## config.mk

```make
export PLATFORM = sky130hd
export DESIGN_NAME = chr_port_flat
export DESIGN_NICKNAME = d
export VERILOG_FILES = /design/src/logic/cart_pkg.sv /design/src/logic/mem_pkg.sv /design/src/logic/mem_chan_if.sv /design/src/logic/chr_port.sv /design/src/flat_wrapper.sv
export SDC_FILE = /design/constraint.sdc
export NUM_CORES = 1
export LEC_CHECK = 0
export BUFFER_PORTS_ARGS = -buffer_cell sky130_fd_sc_hd__clkbuf_2
export CAP_MARGIN = 40
export CORE_ASPECT_RATIO = 1.4
export CORE_MARGIN = 1.5
export CORE_UTILIZATION = 50
export CTS_BUF_LIST = sky130_fd_sc_hd__clkbuf_8
export DETAILED_ROUTE_END_ITERATION = 7
export GPL_ROUTABILITY_DRIVEN = 1
export PLACE_DENSITY = 0.86
export SYNTH_ARGS = -nofsm -noshare
export SYNTH_HDL_FRONTEND = slang
export SYNTH_SLANG_ARGS = --single-unit
```

## constraint.sdc

```tcl
create_clock -name clk -period 2.3 [get_ports clk]
set_input_delay 0.46 -clock clk [delete_from_list [all_inputs] [get_ports clk]]
set_output_delay 0.46 -clock clk [all_outputs]
set_load 0.05 [all_outputs]
```

## src/logic/cart_pkg.sv

```systemverilog
`default_nettype none

package cart_pkg;

    // ************************************************************
    // Console bus types
    // ************************************************************
    typedef logic [14:0] cpu_addr_t;  // CPU address below ROMSEL.
    typedef logic [13:0] ppu_addr_t;
    typedef logic [7:0]  bus_data_t;

    // ************************************************************
    // Window decode and mapper configuration
    // ************************************************************
    localparam int WINDOW_BITS = 13;  // One 8 KiB window.
    localparam logic [1:0] CPU_WIN_TAG = 2'b11;  // A14:A13 of 6000-7FFF.
    localparam int PPU_NT_BIT = 13;  // Set for nametable space.

    // [6] mirroring, [5:3] CHR bank, [2:0] PRG bank.
    typedef logic [6:0] map_cfg_t;
    localparam int BANK_BITS = 3;
    localparam int CFG_PRG_LSB = 0;
    localparam int CFG_CHR_LSB = 3;
    localparam int CFG_MIRROR_BIT = 6;  // 0 vertical, 1 horizontal.

endpackage

`default_nettype wire

```

## src/logic/mem_pkg.sv

```systemverilog
`default_nettype none

package mem_pkg;

    typedef logic [7:0] mem_data_t;

    // Owner of the current arbiter grant.
    typedef enum logic [1:0] {
        client_none,
        client_prg,
        client_chr
    } mem_client_e;

    // Client side of one memory channel.
    typedef enum logic [1:0] {
        idle,
        wait_ack,
        hold
    } chan_state_e;

endpackage

`default_nettype wire

```

## src/logic/mem_chan_if.sv

```systemverilog
`timescale 1ns/10ps
`default_nettype none

interface mem_chan_if #(
    parameter int MEM_ADDR_BITS = 15
) ();

    logic                     req;
    logic                     we;
    logic [MEM_ADDR_BITS-1:0] addr;
    mem_pkg::mem_data_t       wdata;
    mem_pkg::mem_data_t       rdata;  // Valid with ack.
    logic                     ack;  // One cycle pulse.

    modport controller (
        output req, we, addr, wdata,
        input  rdata, ack
    );

    modport memory (
        input  req, we, addr, wdata,
        output rdata, ack
    );

endinterface

`default_nettype wire

```

## src/logic/chr_port.sv

```systemverilog
`timescale 1ns/10ps
`default_nettype none

module chr_port #(
    parameter int MEM_ADDR_BITS = 15
) (
    input  wire logic                clk,
    input  wire logic                async_nreset,
    input  wire logic                ppu_rd,
    input  wire logic                ppu_wr,
    input  wire cart_pkg::ppu_addr_t ppu_addr,
    input  wire cart_pkg::bus_data_t ppu_data_in,
    input  wire cart_pkg::map_cfg_t  map_cfg,
    output cart_pkg::bus_data_t      ppu_data_out,
    output logic                     ppu_oe,
    output logic                     ciram_a10,
    output logic                     ciram_ce,
    mem_chan_if.controller           mem
);

    localparam int BANK_W = MEM_ADDR_BITS - cart_pkg::WINDOW_BITS;

    logic [2:0]                     rd_s;  // Strobes idle high.
    logic [2:0]                     wr_s;
    cart_pkg::ppu_addr_t            addr_meta;
    cart_pkg::ppu_addr_t            addr_s;
    cart_pkg::bus_data_t            data_meta;
    cart_pkg::bus_data_t            data_s;
    logic                           pattern;
    logic                           rd_start;
    logic                           wr_start;
    logic [cart_pkg::BANK_BITS-1:0] chr_bank;
    mem_pkg::chan_state_e           state;
    logic                           req_we;
    logic [MEM_ADDR_BITS-1:0]       req_addr;
    cart_pkg::bus_data_t            req_wdata;

    always_ff @(posedge clk) begin
        addr_meta <= ppu_addr;
        addr_s    <= addr_meta;
        data_meta <= ppu_data_in;
        data_s    <= data_meta;
        ciram_a10 <= map_cfg[cart_pkg::CFG_MIRROR_BIT] ? addr_s[11] : addr_s[10];
    end

    assign pattern  = !addr_s[cart_pkg::PPU_NT_BIT];
    assign chr_bank = map_cfg[cart_pkg::CFG_CHR_LSB +: cart_pkg::BANK_BITS];
    assign rd_start = state == mem_pkg::idle && !rd_s[1] && rd_s[2] && pattern;
    assign wr_start = state == mem_pkg::idle && wr_s[1] && !wr_s[2] && pattern;

    // ************************************************************
    // Strobe tracking, nametable select and request FSM
    // ************************************************************
    always_ff @(posedge clk) begin
        if (!async_nreset) begin
            rd_s     <= '1;
            wr_s     <= '1;
            state    <= mem_pkg::idle;
            ppu_oe   <= 1'b0;
            ciram_ce <= 1'b1;
        end else begin
            rd_s     <= {rd_s[1:0], ppu_rd};
            wr_s     <= {wr_s[1:0], ppu_wr};
            ppu_oe   <= !rd_s[1] && pattern;
            ciram_ce <= pattern;  // Low selects console VRAM.
            case (state)
                mem_pkg::idle: if (rd_start || wr_start) state <= mem_pkg::wait_ack;
                mem_pkg::wait_ack: if (mem.ack) state <= mem_pkg::hold;
                default: state <= mem_pkg::idle;
            endcase
        end
    end

    always_ff @(posedge clk) begin
        if (rd_start || wr_start) begin
            req_we    <= wr_start;
            req_addr  <= {chr_bank[BANK_W-1:0], addr_s[cart_pkg::WINDOW_BITS-1:0]};
            req_wdata <= data_s;
        end
        if (state == mem_pkg::wait_ack && mem.ack && !req_we) begin
            ppu_data_out <= mem.rdata;
        end
    end

    assign mem.req   = state == mem_pkg::wait_ack;
    assign mem.we    = req_we;
    assign mem.addr  = req_addr;
    assign mem.wdata = req_wdata;

endmodule

`default_nettype wire

```

## src/flat_wrapper.sv

```systemverilog
// flat-port wrapper written by rule: the top's interface ports become plain ports
module chr_port_flat 
#(
    parameter int MEM_ADDR_BITS = 15
)
  (clk, async_nreset, ppu_rd, ppu_wr, ppu_addr, ppu_data_in, map_cfg, ppu_data_out, ppu_oe, ciram_a10, ciram_ce, mem_req, mem_we, mem_addr, mem_wdata, mem_rdata, mem_ack);
  mem_chan_if #(.MEM_ADDR_BITS(MEM_ADDR_BITS)) mem_i ();
  input  wire logic clk;
  input  wire logic async_nreset;
  input  wire logic ppu_rd;
  input  wire logic ppu_wr;
  input  wire cart_pkg::ppu_addr_t ppu_addr;
  input  wire cart_pkg::bus_data_t ppu_data_in;
  input  wire cart_pkg::map_cfg_t map_cfg;
  output cart_pkg::bus_data_t ppu_data_out;
  output logic ppu_oe;
  output logic ciram_a10;
  output logic ciram_ce;
  output wire logic [$bits(mem_i.req)-1:0] mem_req;
  output wire logic [$bits(mem_i.we)-1:0] mem_we;
  output wire logic [$bits(mem_i.addr)-1:0] mem_addr;
  output wire logic [$bits(mem_i.wdata)-1:0] mem_wdata;
  input wire logic [$bits(mem_i.rdata)-1:0] mem_rdata;
  input wire logic [$bits(mem_i.ack)-1:0] mem_ack;
  assign mem_req = mem_i.req;
  assign mem_we = mem_i.we;
  assign mem_addr = mem_i.addr;
  assign mem_wdata = mem_i.wdata;
  assign mem_i.rdata = mem_rdata;
  assign mem_i.ack = mem_ack;
  chr_port #(.MEM_ADDR_BITS(MEM_ADDR_BITS)) u_core (.clk(clk), .async_nreset(async_nreset), .ppu_rd(ppu_rd), .ppu_wr(ppu_wr), .ppu_addr(ppu_addr), .ppu_data_in(ppu_data_in), .map_cfg(map_cfg), .ppu_data_out(ppu_data_out), .ppu_oe(ppu_oe), .ciram_a10(ciram_a10), .ciram_ce(ciram_ce), .mem(mem_i));
endmodule
```

Word level (Yosys, flattened, before mapping)
Cells that the tools add are included.

Flip-flop bits (word level): 87. Input bits: 42. Output and inout bits: 36. Word-level logic and storage cells: 37.

Eq/ne operators: 3. Multiplexer cells: 4. Reductions and logical operators: 16.

Operators with widths (count): $logic_and 1x1->1 (9); $logic_not 1->1 (4); $mux 2 (2); $pmux 2 s2 (1); $eq 2x1->1 const B (1); $logic_not 2->1 (1); $ne 2x1->1 const B (1); $ne 2x2->1 const B (1); $reduce_and 2->1 (1); $logic_or 1x1->1 (1); $mux 1 (1).

Depth between registers and ports, before layout
Depth after elaboration: 7. Mapped depth: 3. Depth with buffers taken out: 3.

Worst setup path before layout
Ideal clock, no wire load.

Path type: register to register. From: register u_core.state[0]. To: register u_core.ppu_data_out[0] (enable). Setup time: 0.370 ns. Arrival: 1.687 ns. Data required time: 1.930 ns. Slack: 0.243 ns. Stages on the path, launching flop included: 4. Path buffers: 0. Period minus slack after synthesis: 2.057 ns. Cell sequence: dfxtp_1 nor2b_1 nand2_1 nor2_1.

Cells in the longest elaborated chain, start to end: 3.

RTL lines: start: declaration (line chr_port.sv:33) `mem_pkg::chan_state_e state;`; start signal: assignment (line chr_port.sv:58) `state <= mem_pkg::idle;`; start signal: assignment (line chr_port.sv:67) `mem_pkg::idle: if (rd_start || wr_start) state <= mem_pkg::wait_ack;`; start signal: assignment (line chr_port.sv:68) `mem_pkg::wait_ack: if (mem.ack) state <= mem_pkg::hold;`; $eq 2x1->1; named net mem_req (line flat_wrapper.sv:19) `output wire logic [$bits(mem_i.req)-1:0] mem_req;`; $logic_and 1x1->1 (2 in series) (line chr_port.sv:80) `if (state == mem_pkg::wait_ack && mem.ack && !req_we) begin`; end signal: assignment (line chr_port.sv:81) `ppu_data_out <= mem.rdata;`; end: declaration (line chr_port.sv:14) `output cart_pkg::bus_data_t ppu_data_out,`.

The timed path passes the listed nets, and every way through them passes these cells. A chain may end at the register's enable or synchronous reset.

Worst setup path in the final report
From: register u_core.state[0]. To: output mem_req.

Cells in the longest elaborated chain, start to end: 1.

RTL lines: $eq 2x1->1 (line chr_port.sv:85) `assign mem.req = state == mem_pkg::wait_ack;`; end: declaration (line flat_wrapper.sv:19).

No other way between the ends.

==> flow_metrics.tcl <==
set metrics [dict create \
    coreArea_sq_um 4240 \
    layout.nets 233 \
    setup.worst_path.end_class "output port" \
    dp_cells 240 \
    ys_seq_elements 87 \
    power_density_nw_per_um2 944 \
    hp-class "in -> reg" \
    max_freq_mhz 565 \
    timing.hold.ws_ns 0.223 \
    synthToLayoutAreaGrowth_pct 28.2 \
    antenna_found_initial 0 \
    path_max_fanout 4 \
    numCtsBuffers 9 \
    cts.clk_slew.worst_paths_ns 0.08 \
    finalWirelength_mm 2.94 \
    die_area_sq_um 4830 \
    ant_nets 0 \
    p_total_uw 2670 \
    slew_headroom_pct 62.5 \
    start_util_pct 52.1 \
    avgSynthCellArea_sq_um 20.8 \
    die_h_um 81.6 \
    cts-root-buf "clkbuf_8" \
    max_slew.worst_pin.slew_ns 0.560 \
    hold_viol 0 \
    io-pin-count 78 \
    clk_latency_ns 0.33 \
    finalCritPeriodShare_pct 77.0 \
    syn_nets 148 \
    grt_max_degree 26 \
    cts_tree "done" \
    fin_worst_skew_ns 0.00707 \
    max_cap_viol_count 0 \
    track_usage_pct 13.1 \
    firstDrtPassIters 4 \
    period_needed_ns 1.77 \
    drc_errors 0 \
    vias 1089 \
    status "complete, no violations" \
    port_buffers 73 \
    clkSinkCount 87 \
    layout_common_cells "clkbuf_2 (73), dfxtp_1 (55), edfxtp_1 (32), clkbuf_8 (10), nand2b_1 (6)" \
    drt_iter0_markers 20 \
    worstSetupPathType "reg -> out" \
    row_count 28 \
    final_cells 256 \
    max-vdd-ir-drop_mv 0.610 \
    setup_violations 0 \
    setup_total_negative_slack_ns 0 \
    final_common_cell "clkbuf_2" \
    grt_overflow_total 0 \
    routedWlPerCell_um 11.5 \
    post_cts_buffers 0 \
    dieWidth_um 59.2 \
    cts_htree_levels 3 \
    synth_cells 106 \
    diodes 0 \
    rsz0062_at_grt "no" \
    final_max_slew_viol_count 0 \
    required_ns 1.84 \
    startpoint_type "register" \
    postLayoutCoreUtil_pct 66.8 \
    grt_pass1_wl_mm 4.22 \
    arrival_ns 1.31 \
    grt_pass1_vias 980 \
    synth-seq-area-share_pct 93.4 \
    yosysWarnings 0 \
    post_synth_instance_area_sq_um 2210 \
    drive_gt1_share_pct 46.9 \
    holdBufCountCts 0 \
    leakage_uw 0.00121 \
    synth.distinct_cells 13 \
    cts_resized 0 \
    via_per_inst 4.25 \
    clockBufferDepth 2 \
    gp_congestion 0.684 \
]
per-stage QoR:
step	setup slack, ns	area (sq um)
global placement	0.820	2660
CTS	0.527	2830
finish	0.530	2830
floorplan	0.243	2210
global route	0.463	2830
detailed placement	0.773	2660
cells in the mapped netlist:
cell type	number	area, sq um
nand2b_1	6	37.5
nor2_1	2	7.51
edfxtp_1	32	961
nor2b_1	2	12.5
dfxtp_1	55	1100
and3_1	1	6.26
nand2b_2	1	8.76
nand2b_4	1	13.8
a2111oi_4	1	27.5
mux2_1	1	11.3
nor4_1	1	6.26
o21a_1	1	7.51
nand2_1	2	7.51
worst paths after layout:
| kind | start | end | slack, ns | depth (start not counted) |
|---|---|---|---|---|
| hold reg to reg | u_core.addr_meta[4] | u_core.addr_s[4] | 0.33 | 0 |
| setup / recovery | u_core.state[0] | mem_req | 0.53 | 2 |
| setup reg to reg | u_core.state[0] | u_core.ppu_data_out[7] | 0.76 | 3 |
| hold / removal | ppu_addr[4] | u_core.addr_meta[4] | 0.22 | 1 |
where the power goes:
part	total (uW)	switching, uW	internal (uW)
Clock	884	468	415
Sequential	1670	16.7	1660
Combinational	115	75.8	38.8
Total	2670	561	2110
final cells by class:
| cell class | count | area [sq um] |
|---|---|---|
| Tap cell | 60 | 75.1 |
| Timing Repair Buffer | 74 | 373 |
| Clock buffer | 10 | 138 |
| Fill cell | 318 | 1410 |
| Sequential cell | 87 | 2060 |
| Clock inverter | 6 | 36.3 |
| Multi-Input combinational cell | 19 | 146 |
registers in the layout, summed over array words and instances, names as in the netlist:
| register | count |
|---|---|
| u_core.addr_meta | 14 |
| u_core.ppu_data_out | 8 |
| u_core.data_s | 8 |
| u_core.ciram_a10 | 1 |
| u_core.addr_s | 14 |
| u_core.mem.addr | 15 |
| u_core.mem.wdata | 8 |
| u_core.ppu_oe | 1 |
| u_core.data_meta | 8 |
| u_core.state | 2 |
| u_core.wr_s | 3 |
| u_core.mem.we | 1 |
| u_core.rd_s | 3 |
| u_core.ciram_ce | 1 |
critical path: stages, from the launching register on:
cell	delay [ns]
dfxtp_1	0.40
nor2b_1	0.26
clkbuf_2	0.32
kinds of logic (layout without fill, tap and decap cells):
| kind of cell | after synthesis | in the layout | share of synthesized area [%] |
|---|---|---|---|
| and+or+nand+nor | 16 | 16 | 4.53 |
| AOI/OAI and AO/OA | 2 | 2 | 1.59 |
| DFF | 87 | 87 | 93.4 |
| muxes | 1 | 1 | 0.510 |
| buffers and inverters | 0 | 90 | 0 |
routing by layer:
layer	up-vias	global-route usage, %	part of all wire (%)
met5	-	0	0
met4	0	10.9	2.1
met3	6	5.35	7.3
met2	63	21.9	52
met1	487	12.2	39
li1	533	-	-
(Power assumes the default switching activity.)
