--- config.mk ---
export PLATFORM = sky130hd
export DESIGN_NAME = prg_port_flat
export DESIGN_NICKNAME = d
export VERILOG_FILES = /design/src/logic/cart_pkg.sv /design/src/logic/mem_pkg.sv /design/src/logic/mem_chan_if.sv /design/src/logic/prg_port.sv /design/src/flat_wrapper.sv
export SDC_FILE = /design/constraint.sdc
export NUM_CORES = 1
export LEC_CHECK = 0
export BUFFER_PORTS_ARGS = -buffer_cell sky130_fd_sc_hd__buf_2
export CELL_PAD_IN_SITES_DETAIL_PLACEMENT = 1
export CELL_PAD_IN_SITES_GLOBAL_PLACEMENT = 2
export CORE_ASPECT_RATIO = 1.5
export CORE_MARGIN = 3
export CORE_UTILIZATION = 32
export CTS_BUF_LIST = sky130_fd_sc_hd__clkbuf_8
export CTS_CLUSTER_DIAMETER = 120
export DETAILED_ROUTE_END_ITERATION = 7
export PLACE_DENSITY = 0.82
export SKIP_LAST_GASP = 1
export SYNTH_ARGS = -nofsm -noshare
export SYNTH_HDL_FRONTEND = slang
export SYNTH_SLANG_ARGS = --single-unit
--- constraint.sdc ---
create_clock -name clk -period 2.3 [get_ports clk]
set_input_delay 0.345 -clock clk [delete_from_list [all_inputs] [get_ports clk]]
set_output_delay 0.345 -clock clk [all_outputs]
set_load 0.005 [all_outputs]
--- src/logic/cart_pkg.sv ---
`default_nettype none

package cart_pkg;

    // ************************************************************
    // Console bus types
    // ************************************************************
    typedef logic [14:0] cpu_addr_t;  // CPU address below ROMSEL.
    typedef logic [13:0] ppu_addr_t;
    typedef logic [7:0]  bus_data_t;

    // ************************************************************
    // Window decode and mapper configuration
    // ************************************************************
    localparam int WINDOW_BITS = 13;  // One 8 KiB window.
    localparam logic [1:0] CPU_WIN_TAG = 2'b11;  // A14:A13 of 6000-7FFF.
    localparam int PPU_NT_BIT = 13;  // Set for nametable space.

    // [6] mirroring, [5:3] CHR bank, [2:0] PRG bank.
    typedef logic [6:0] map_cfg_t;
    localparam int BANK_BITS = 3;
    localparam int CFG_PRG_LSB = 0;
    localparam int CFG_CHR_LSB = 3;
    localparam int CFG_MIRROR_BIT = 6;  // 0 vertical, 1 horizontal.

endpackage

`default_nettype wire

--- src/logic/mem_pkg.sv ---
`default_nettype none

package mem_pkg;

    typedef logic [7:0] mem_data_t;

    // Owner of the current arbiter grant.
    typedef enum logic [1:0] {
        client_none,
        client_prg,
        client_chr
    } mem_client_e;

    // Client side of one memory channel.
    typedef enum logic [1:0] {
        idle,
        wait_ack,
        hold
    } chan_state_e;

endpackage

`default_nettype wire

--- src/logic/mem_chan_if.sv ---
`timescale 1ns/10ps
`default_nettype none

interface mem_chan_if #(
    parameter int MEM_ADDR_BITS = 15
) ();

    logic                     req;
    logic                     we;
    logic [MEM_ADDR_BITS-1:0] addr;
    mem_pkg::mem_data_t       wdata;
    mem_pkg::mem_data_t       rdata;  // Valid with ack.
    logic                     ack;  // One cycle pulse.

    modport controller (
        output req, we, addr, wdata,
        input  rdata, ack
    );

    modport memory (
        input  req, we, addr, wdata,
        output rdata, ack
    );

endinterface

`default_nettype wire

--- src/logic/prg_port.sv ---
`timescale 1ns/10ps
`default_nettype none

module prg_port #(
    parameter int MEM_ADDR_BITS = 15
) (
    input  wire logic                clk,
    input  wire logic                async_nreset,
    input  wire logic                m2,
    input  wire cart_pkg::cpu_addr_t cpu_addr,
    input  wire cart_pkg::bus_data_t cpu_data_in,
    input  wire logic                cpu_rw,
    input  wire logic                romsel,
    output cart_pkg::bus_data_t      cpu_data_out,
    output logic                     cpu_oe,
    output cart_pkg::map_cfg_t       map_cfg,
    mem_chan_if.controller           mem
);

    localparam int BANK_W = MEM_ADDR_BITS - cart_pkg::WINDOW_BITS;

    logic [2:0]                    m2_s;
    logic [1:0]                    rw_s;
    logic [1:0]                    romsel_s;
    cart_pkg::cpu_addr_t           addr_meta;
    cart_pkg::cpu_addr_t           addr_s;
    cart_pkg::bus_data_t           data_meta;
    cart_pkg::bus_data_t           data_s;
    logic                          m2_rise;
    logic                          m2_fall;
    logic                          win_hit;
    logic                          rd_start;
    logic                          wr_start;
    logic                          cfg_load;
    logic [cart_pkg::BANK_BITS-1:0] prg_bank;
    mem_pkg::chan_state_e          state;
    logic                          req_we;
    logic [MEM_ADDR_BITS-1:0]      req_addr;
    cart_pkg::bus_data_t           req_wdata;

    // ************************************************************
    // Synchronizer and decode
    // ************************************************************
    always_ff @(posedge clk) begin
        rw_s      <= {rw_s[0], cpu_rw};
        romsel_s  <= {romsel_s[0], romsel};
        addr_meta <= cpu_addr;
        addr_s    <= addr_meta;
        data_meta <= cpu_data_in;
        data_s    <= data_meta;
    end

    assign m2_rise  = m2_s[1] && !m2_s[2];
    assign m2_fall  = !m2_s[1] && m2_s[2];
    assign win_hit  = addr_s[14:cart_pkg::WINDOW_BITS] == cart_pkg::CPU_WIN_TAG;
    assign prg_bank = map_cfg[cart_pkg::CFG_PRG_LSB +: cart_pkg::BANK_BITS];

    assign rd_start = state == mem_pkg::idle && m2_rise && rw_s[1] && romsel_s[1] && win_hit;
    assign wr_start = state == mem_pkg::idle && m2_fall && !rw_s[1] && romsel_s[1] && win_hit;
    assign cfg_load = m2_fall && !rw_s[1] && !romsel_s[1];  // Any write to ROM space.

    // ************************************************************
    // Mapper register and request FSM
    // ************************************************************
    always_ff @(posedge clk) begin
        if (!async_nreset) begin
            m2_s    <= '0;
            state   <= mem_pkg::idle;
            map_cfg <= '0;
            cpu_oe  <= 1'b0;
        end else begin
            m2_s   <= {m2_s[1:0], m2};
            cpu_oe <= m2_s[1] && rw_s[1] && romsel_s[1] && win_hit;
            case (state)
                mem_pkg::idle: begin
                    if (rd_start || wr_start) begin
                        state <= mem_pkg::wait_ack;
                    end
                end
                mem_pkg::wait_ack: begin
                    if (mem.ack) begin
                        state <= mem_pkg::hold;
                    end
                end
                default: state <= mem_pkg::idle;  // Req stays low one cycle.
            endcase
            if (cfg_load) begin
                map_cfg <= data_s[6:0];
            end
        end
    end

    always_ff @(posedge clk) begin
        if (rd_start || wr_start) begin
            req_we    <= wr_start;
            req_addr  <= {prg_bank[BANK_W-1:0], addr_s[cart_pkg::WINDOW_BITS-1:0]};
            req_wdata <= data_s;
        end
        if (state == mem_pkg::wait_ack && mem.ack && !req_we) begin
            cpu_data_out <= mem.rdata;
        end
    end

    assign mem.req   = state == mem_pkg::wait_ack;
    assign mem.we    = req_we;
    assign mem.addr  = req_addr;
    assign mem.wdata = req_wdata;

endmodule

`default_nettype wire

--- src/flat_wrapper.sv ---
// flat-port wrapper written by rule: the top's interface ports become plain ports
module prg_port_flat 
#(
    parameter int MEM_ADDR_BITS = 15
)
  (clk, async_nreset, m2, cpu_addr, cpu_data_in, cpu_rw, romsel, cpu_data_out, cpu_oe, map_cfg, mem_req, mem_we, mem_addr, mem_wdata, mem_rdata, mem_ack);
  mem_chan_if #(.MEM_ADDR_BITS(MEM_ADDR_BITS)) mem_i ();
  input  wire logic clk;
  input  wire logic async_nreset;
  input  wire logic m2;
  input  wire cart_pkg::cpu_addr_t cpu_addr;
  input  wire cart_pkg::bus_data_t cpu_data_in;
  input  wire logic cpu_rw;
  input  wire logic romsel;
  output cart_pkg::bus_data_t cpu_data_out;
  output logic cpu_oe;
  output cart_pkg::map_cfg_t map_cfg;
  output wire logic [$bits(mem_i.req)-1:0] mem_req;
  output wire logic [$bits(mem_i.we)-1:0] mem_we;
  output wire logic [$bits(mem_i.addr)-1:0] mem_addr;
  output wire logic [$bits(mem_i.wdata)-1:0] mem_wdata;
  input wire logic [$bits(mem_i.rdata)-1:0] mem_rdata;
  input wire logic [$bits(mem_i.ack)-1:0] mem_ack;
  assign mem_req = mem_i.req;
  assign mem_we = mem_i.we;
  assign mem_addr = mem_i.addr;
  assign mem_wdata = mem_i.wdata;
  assign mem_i.rdata = mem_rdata;
  assign mem_i.ack = mem_ack;
  prg_port #(.MEM_ADDR_BITS(MEM_ADDR_BITS)) u_core (.clk(clk), .async_nreset(async_nreset), .m2(m2), .cpu_addr(cpu_addr), .cpu_data_in(cpu_data_in), .cpu_rw(cpu_rw), .romsel(romsel), .cpu_data_out(cpu_data_out), .cpu_oe(cpu_oe), .map_cfg(map_cfg), .mem(mem_i));
endmodule
---- Word-level counts from Yosys, hierarchy flattened ----
Index checks and enable logic that the tools add are counted.
word-level totals
  word-level logic and storage cells ...... 46
  input bits .............................. 37
  register bits after elaboration ......... 95
  output and inout port bits .............. 41
operators by class
  reduce and logical (&&, ||, !) cells .... 25
  equal/unequal tests ..................... 4
  muxes and demuxes ....................... 3
operators by type and width
  operator            number
  $logic_and 1x1->1   17
  $logic_not 1->1     5
  $mux 2              2
  $pmux 2 s2          1
  $eq 2x1->1 const B  1
  $eq 2x2->1 const B  1
  $logic_not 2->1     1
  $ne 2x1->1 const B  1
  $ne 2x2->1 const B  1
  $reduce_and 2->1    1
  $logic_or 1x1->1    1

---- Depth between registers and ports, before layout ----
Gate-level depths: netlist of run 1.
  word-level depth ........................ 9
  mapped depth ............................ 4
  mapped depth without buffers ............ 3

---- Worst setup path before layout of run 1 ----
No wires, ideal clock.
  path kind ............................... reg-to-reg
  start ................................... register u_core.m2_s[1]
  end ..................................... register u_core.req_addr[0], in the netlist u_core.mem.addr[0] (enable)
  arrival time ............................ 1735 ps
  required time ........................... 1901 ps
  stages on the path, launching flop included .. 3
  setup time .............................. 399 ps
  slack ................................... 167 ps
  period minus slack after synthesis ...... 2133 ps
  cell sequence ........................... dfxtp_1 or3b_4 a2111oi_4
between the ends
  word-level cells in the longest chain between the ends .. 7
RTL lines
  element                         RTL line        source
  start: declaration              prg_port.sv:22  logic [2:0] m2_s;
  start signal: assignment        prg_port.sv:72  m2_s <= {m2_s[1:0], m2};
  $logic_not 1->1                 prg_port.sv:54  assign m2_fall = !m2_s[1] && m2_s[2];
  $logic_and 1x1->1               prg_port.sv:54
  $logic_and 1x1->1 (4 in a row)  prg_port.sv:59  assign wr_start = state == mem_pkg::idle && m2_fall && !rw_s[1] && romsel_s[1] && win_hit;
  $logic_or 1x1->1 *              prg_port.sv:94  if (rd_start || wr_start) begin
  end signal: assignment          prg_port.sv:96  req_addr <= {prg_bank[BANK_W-1:0], addr_s[cart_pkg::WINDOW_BITS-1:0]};
  end: declaration                prg_port.sv:38  logic [MEM_ADDR_BITS-1:0] req_addr;
Every way passes the cells marked *; elsewhere a longest branch is shown, timed or not.
A chain may end at the register's enable or synchronous reset.

---- Final worst setup path of run 1 ----
  start ................................... register u_core.m2_s[1]
  end ..................................... register u_core.req_wdata[2], in the netlist u_core.mem.wdata[2] (enable)
between the ends
  word-level cells in the longest chain between the ends .. 7
RTL lines
  element                         RTL line        source
  $logic_not 1->1                 prg_port.sv:54
  $logic_and 1x1->1               prg_port.sv:54
  $logic_and 1x1->1 (4 in a row)  prg_port.sv:59
  $logic_or 1x1->1 *              prg_port.sv:94
  end signal: assignment          prg_port.sv:97  req_wdata <= data_s;
  end: declaration                prg_port.sv:39  cart_pkg::bus_data_t req_wdata;
Marked as above.

==> results of run 1 <==
-- Yosys cell counts --
cell type   n
o21ai_2     5
nand3b_1    1
nand3_1     8
and3_1      1
dfxtp_1    63
clkbuf_1    2
o21a_1      1
and2_2      1
and2_1      2
nand2_1     9
edfxtp_1   32
or3b_4      1
nor4_1      1
buf_4       1
a2111oi_4   1
or4b_4      1
nor2b_1     2
o21ai_1     2
nor2_1      2
-- state kept, by name, indices dropped and copies added (netlist names) --
signal / cells
u_core.addr_meta: 15
u_core.addr_s: 15
u_core.mem.addr: 15
u_core.cpu_data_out: 8
u_core.data_meta: 8
u_core.data_s: 8
u_core.mem.wdata: 8
u_core.map_cfg: 7
u_core.m2_s: 3
u_core.romsel_s: 2
u_core.rw_s: 2
u_core.state: 2
u_core.cpu_oe: 1
u_core.mem.we: 1
-- power groups by stage --
stage | Sequential (uW) | Combinational, uW | Clock, uW
floorplan | 1830 | 14.7 | 0
global placement | 1830 | 48.7 | 0
detailed placement | 1840 | 50.6 | 0
CTS | 1800 | 50.7 | 1020
global route | 1800 | 56.0 | 1100
finish | 1800 | 48.7 | 974
-- cells by family after synthesis --
| group | count (synthesis) |
|---|---|
| AO/OA/AOI/OAI | 9 |
| buffers and inverters | 3 |
| flip-flops | 95 |
| AND/OR/NAND/NOR | 29 |
-- worst min-delay path by stage --
stage	slack [ns]	startpoint	end	cells after the start
2_1_floorplan	0.31	u_core.addr_meta[0]	u_core.addr_s[0]	0
3_3_place_gp	0.31	u_core.romsel_s[0]	u_core.romsel_s[1]	0
3_5_place_dp	0.31	u_core.addr_meta[14]	u_core.addr_s[14]	0
4_1_cts	0.06	cpu_addr[14]	u_core.addr_meta[14]	1
5_1_grt	0.05	cpu_addr[8]	u_core.addr_meta[8]	1
6_report	0.08	cpu_addr[2]	u_core.addr_meta[2]	1
-- per-layer routing --
layer	track usage	vias to the layer above
met5	0	-
met4	0.0665	0
met3	0.0537	8
met2	0.180	50
met1	0.0971	626
li1	-	643
-- worst max-delay path, stage by stage, from the launching register on --
cell and delay [ns]:
dfxtp_1 0.34, or3b_4 0.42, a2111oi_4 0.31, buf_4 0.32
-- metrics by stage --
stage | total power [uW] | setup WS, ns | area, um2 | cells | util
2_1_floorplan | 1850 | 0.167 | 2480 | 136 | -
3_3_place_gp | 1880 | 0.615 | 3000 | 312 | 0.406
3_5_place_dp | 1890 | 0.582 | 3000 | 312 | 0.406
4_1_cts | 2870 | 0.565 | 3180 | 328 | 0.431
5_1_grt | 2960 | 0.485 | 3180 | 328 | 0.431
6_report | 2820 | 0.595 | 3180 | 328 | 0.431
-- final cells by class --
type,instances,share of cell area
clock inverter,6,0.0134
timing repair buffer,79,0.126
sequential,95,0.700
multi-input combinational,38,0.0780
clock buffer,10,0.0433
tap,100,0.0394
==> flow_summary.ini, run 1 <==
[outcome]
outcome = finished, final reports clean

[grt]
grt_max_degree = 20
grt_pass1_wl_um = 6710
grt_util_all_layers = 0.105
grt.overflow.total = 0
antenna_found_initial = 0
grt_pass1_vias = 1387

[clocking]
clock_latency_ns = 0.35
cts_resized = 0
ctsRootBufferMaster = clkbuf_8
cts_sinks = 95
cts_made_buffers = 9
htree_levels = 3
path_clk_slew_ns = 0.09
post-cts-setup-buffers = 0
cts_hold_buf = 0
cts_max_path_buffers = 2
cts_tree = done

[cells_and_area]
drive_gt1_frac = 0.452
multiInputGateArea_um2 = 248
mostFrequentLayoutCell = buf_2
most-common-layout-cells = buf_2 (77), dfxtp_1 (63), edfxtp_1 (32), clkbuf_8 (10), nand2_1 (9)
nets = 260
regArea_mm2 = 0.00222
diodes = 0
area_delta_synth_final_pct = 27.8
fill_cells = 765

[routing]
routedWlPerCell_um = 12.5
wirelength_um = 4110
met2WireLength_um = 2260
drc = 0
drt_iter0_markers = 51
dr_wl_met3_um = 399
vias = 1327
avgViaCountPerCell = 4.05
ant_nets = 0
drt_pass1_iterations = 4
top_layer = met4
m1WireLength_um = 1360

[floorplan]
initial_core_util = 0.337
rows = 38
die_x_um = 78.0
coreArea_mm2 = 0.00737
dieArea_mm2 = 0.00888
ios = 78
die_h_um = 114

[synthesis]
synthAdderAreaFrac = 0
postSynthCellCount = 136
synthXorXnorAreaFrac = 0
ys_types = 19
yosysSeqAreaShare = 0.894
synthMuxAreaShare = 0
synth_compound_area_frac = 0.0358
yosys.area_share.simple = 0.0639
netlist_top_cells_area = dfxtp_1 (51%), edfxtp_1 (39%), o21ai_2 (1.8%), nand3_1 (1.6%), nand2_1 (1.4%)
synth.avg_cell_area_um2 = 18.3
synth_top_cell_area_share = 0.508
synth-seq-cells = 95
synth_area_mm2 = 0.00248
synth_top_cell_by_area = dfxtp_1
syn-num-nets = 173
synth_top_family_by_area = simple AND/OR/NAND/NOR gates
ys_warn_count = 0

[pwr]
combPwrFrac = 0.017
cellLeakagePower_uw = 0.00132
cellPowerDensity_mw_per_mm2 = 888
power_frac_seq = 0.637
intPower_uw = 2240
power_switching_share = 0.206
ir_worst_vdd_uv = 471
p_clk_frac = 0.345
p_switching_uw = 582

[timing]
max_slew_margin = 0.607
period_minus_slack_ns = 1.71
drv_slew = 0
fin_crit_sh = 0.741
skew_ns = 0.00701
whs_ns = 0.0833
setup_violations = 0
worst-slew-pin-transition_ns = 0.587
fmax_mhz = 586
tns_ns = 0
grt_setup_unrepaired = false
hold_viol_final = 0

[worst_setup_path]
r2r-start = u_core.m2_s[1]
r2r_cells = 3
endpoint = u_core.mem.wdata[2]
worstPathArrival_ns = 1.74
worst-endpoint-required_ns = 2.34
critical_path.endpoint_type = flip-flop
reg2reg_to = u_core.mem.wdata[2]
crit_fanout = 18
crit_start = u_core.m2_s[1]
crit_path_start_kind = flip-flop
path_class = flip-flop to flip-flop
ff2ff_setup_slack_ns = 0.59

[place]
detailed_place_hpwl_um = 3090
routabilityCongestion = 0.730
port_buffers = 77

[run]
cap_violations = 0

[worst_hold_path]
hold_class = input pin to flip-flop
Note: power is estimated with default switching activity, not from simulation.
==> inputs of run 2 (changes only) <==
clock period = 1.4 ns   (was 2.3 ns; I/O delays follow)
==> flow_summary.ini, run 2 (same netlist as run 1, synthesis figures left out) <==
[outcome]
outcome = finished with violations
violations = negative setup slack

[cells_and_area]
mostFrequentLayoutCell = buf_2
diodes = 0
stdcell_area_mm2 = 0.00350
area_delta_synth_final_pct = 41.0
most-common-layout-cells = buf_2 (77), dfxtp_1 (60), edfxtp_1 (32), dlygate4sd3_1 (27)
drive_gt1_frac = 0.435
nets = 292

[floorplan]
ios = 78
die_x_um = 78.0
dieArea_mm2 = 0.00888
coreArea_mm2 = 0.00737
die_h_um = 114
rows = 38
initial_core_util = 0.337

[worst_setup_path]
ff2ff_setup_slack_ns = -0.22
crit_fanout = 7
crit_path_start_kind = flip-flop
critical_path.endpoint_type = flip-flop
worstPathArrival_ns = 1.69
path_class = flip-flop to flip-flop
worst-endpoint-required_ns = 1.47

[timing]
worst-slew-pin-transition_ns = 0.383
worst_slack_ns = -0.220
period_minus_slack_ns = 1.62
skew_ns = 0.0105
hold_viol_final = 0
grt_setup_unrepaired = true
drv_slew = 0
fmax_mhz = 617
fin_crit_sh = 1.16
max_slew_margin = 0.744
setup_violations = 29

[routing]
vias = 1476
avgViaCountPerCell = 4.10
drt_iter0_markers = 39
drt_pass1_iterations = 4
drc = 0
routedWlPerCell_um = 13.4
wirelength_um = 4830
ant_nets = 0

[grt]
antenna_found_initial = 0
grt.overflow.total = 0
grt_max_degree = 19
grt_pass1_wl_um = 7720
grt_pass1_vias = 1612
grt_util_all_layers = 0.118

[pwr]
p_switching_uw = 986
intPower_uw = 3680
total_power_uw = 4660
combPwrFrac = 0.033
cellPowerDensity_mw_per_mm2 = 1330
p_clk_frac = 0.334
cellLeakagePower_uw = 0.00145
ir_worst_vdd_uv = 818
power_switching_share = 0.211
power_frac_seq = 0.633

[clocking]
cts_sinks = 95
cts_tree = done
ctsRootBufferMaster = clkbuf_8
cts_made_buffers = 9
cts_max_path_buffers = 2
path_clk_slew_ns = 0.09
htree_levels = 3
clock_latency_ns = 0.35

[place]
detailed_place_hpwl_um = 3200
dpl_cell_area_mm2 = 0.00304
port_buffers = 77
routabilityCongestion = 0.745

[run]
cap_violations = 0

[worst_hold_path]
hold_class = input pin to flip-flop
## run 2: cell type report
| type | count | area, um2 |
|---|---|---|
| multi-input cells | 38 | 258 |
| fillers | 758 | 3870 |
| well taps | 100 | 125 |
| clock inverters | 7 | 47.5 |
| repair buffers | 111 | 721 |
| flip-flops and latches | 95 | 2230 |
| clock buffers | 9 | 124 |
## run 2: metal layers
metal,GRT usage,part of all wire
met1,0.111,0.36
met2,0.209,0.54
met3,0.0585,0.078
met4,0.0595,0.022
met5,0,0
## run 2: metrics by stage
step	util	instances	TNS, ns	worst slack [ns]	hold WS (ns)
after floorplan	-	136	-18.17	-0.731	0.238
after global placement	0.413	316	-5.16	-0.220	0.311
after detailed placement	0.413	316	-6.25	-0.260	0.314
after CTS	0.471	358	-5.74	-0.233	0.000394
after global routing	0.475	360	-6.83	-0.265	0.00198
final	0.475	360	-5.31	-0.220	0.0267
## run 2: power by group through the flow
stage,Combinational (uW),Sequential (uW),Clock [uW]
global placement,86.0,3010,0
CTS,148,2950,1620
global route,171,2960,1740
finish,153,2950,1560
detailed placement,90.9,3020,0
floorplan,24.1,3010,0
## run 2: critical path, stage by stage, from the launching register on
cell and delay, ns:
dfxtp_2 0.32, or3b_4 0.41, a2111oi_4 0.39, buf_4 0.23
## run 2: final timing paths
path	to	depth (start not counted)	startpoint
setup / recovery	u_core.mem.we	3	u_core.m2_s[1]
hold / removal	u_core.cpu_data_out[2]	1	mem_rdata[2]
setup reg to reg	u_core.mem.we	3	u_core.m2_s[1]
hold reg to reg	u_core.addr_s[8]	0	u_core.addr_meta[8]
## run 2: timing repair
| item | 4_1_cts | 5_1_grt |
|---|---|---|
| setup endpoints to repair | 28 | 41 |
| pin swaps | 2 | 1 |
| gates cloned | 0 | 0 |
| setup buffers | 1 | 0 |
| endpoints found under the hold margin | 25 | 2 |
| resized for setup | 2 | 3 |
| hold buffers | 25 | 2 |
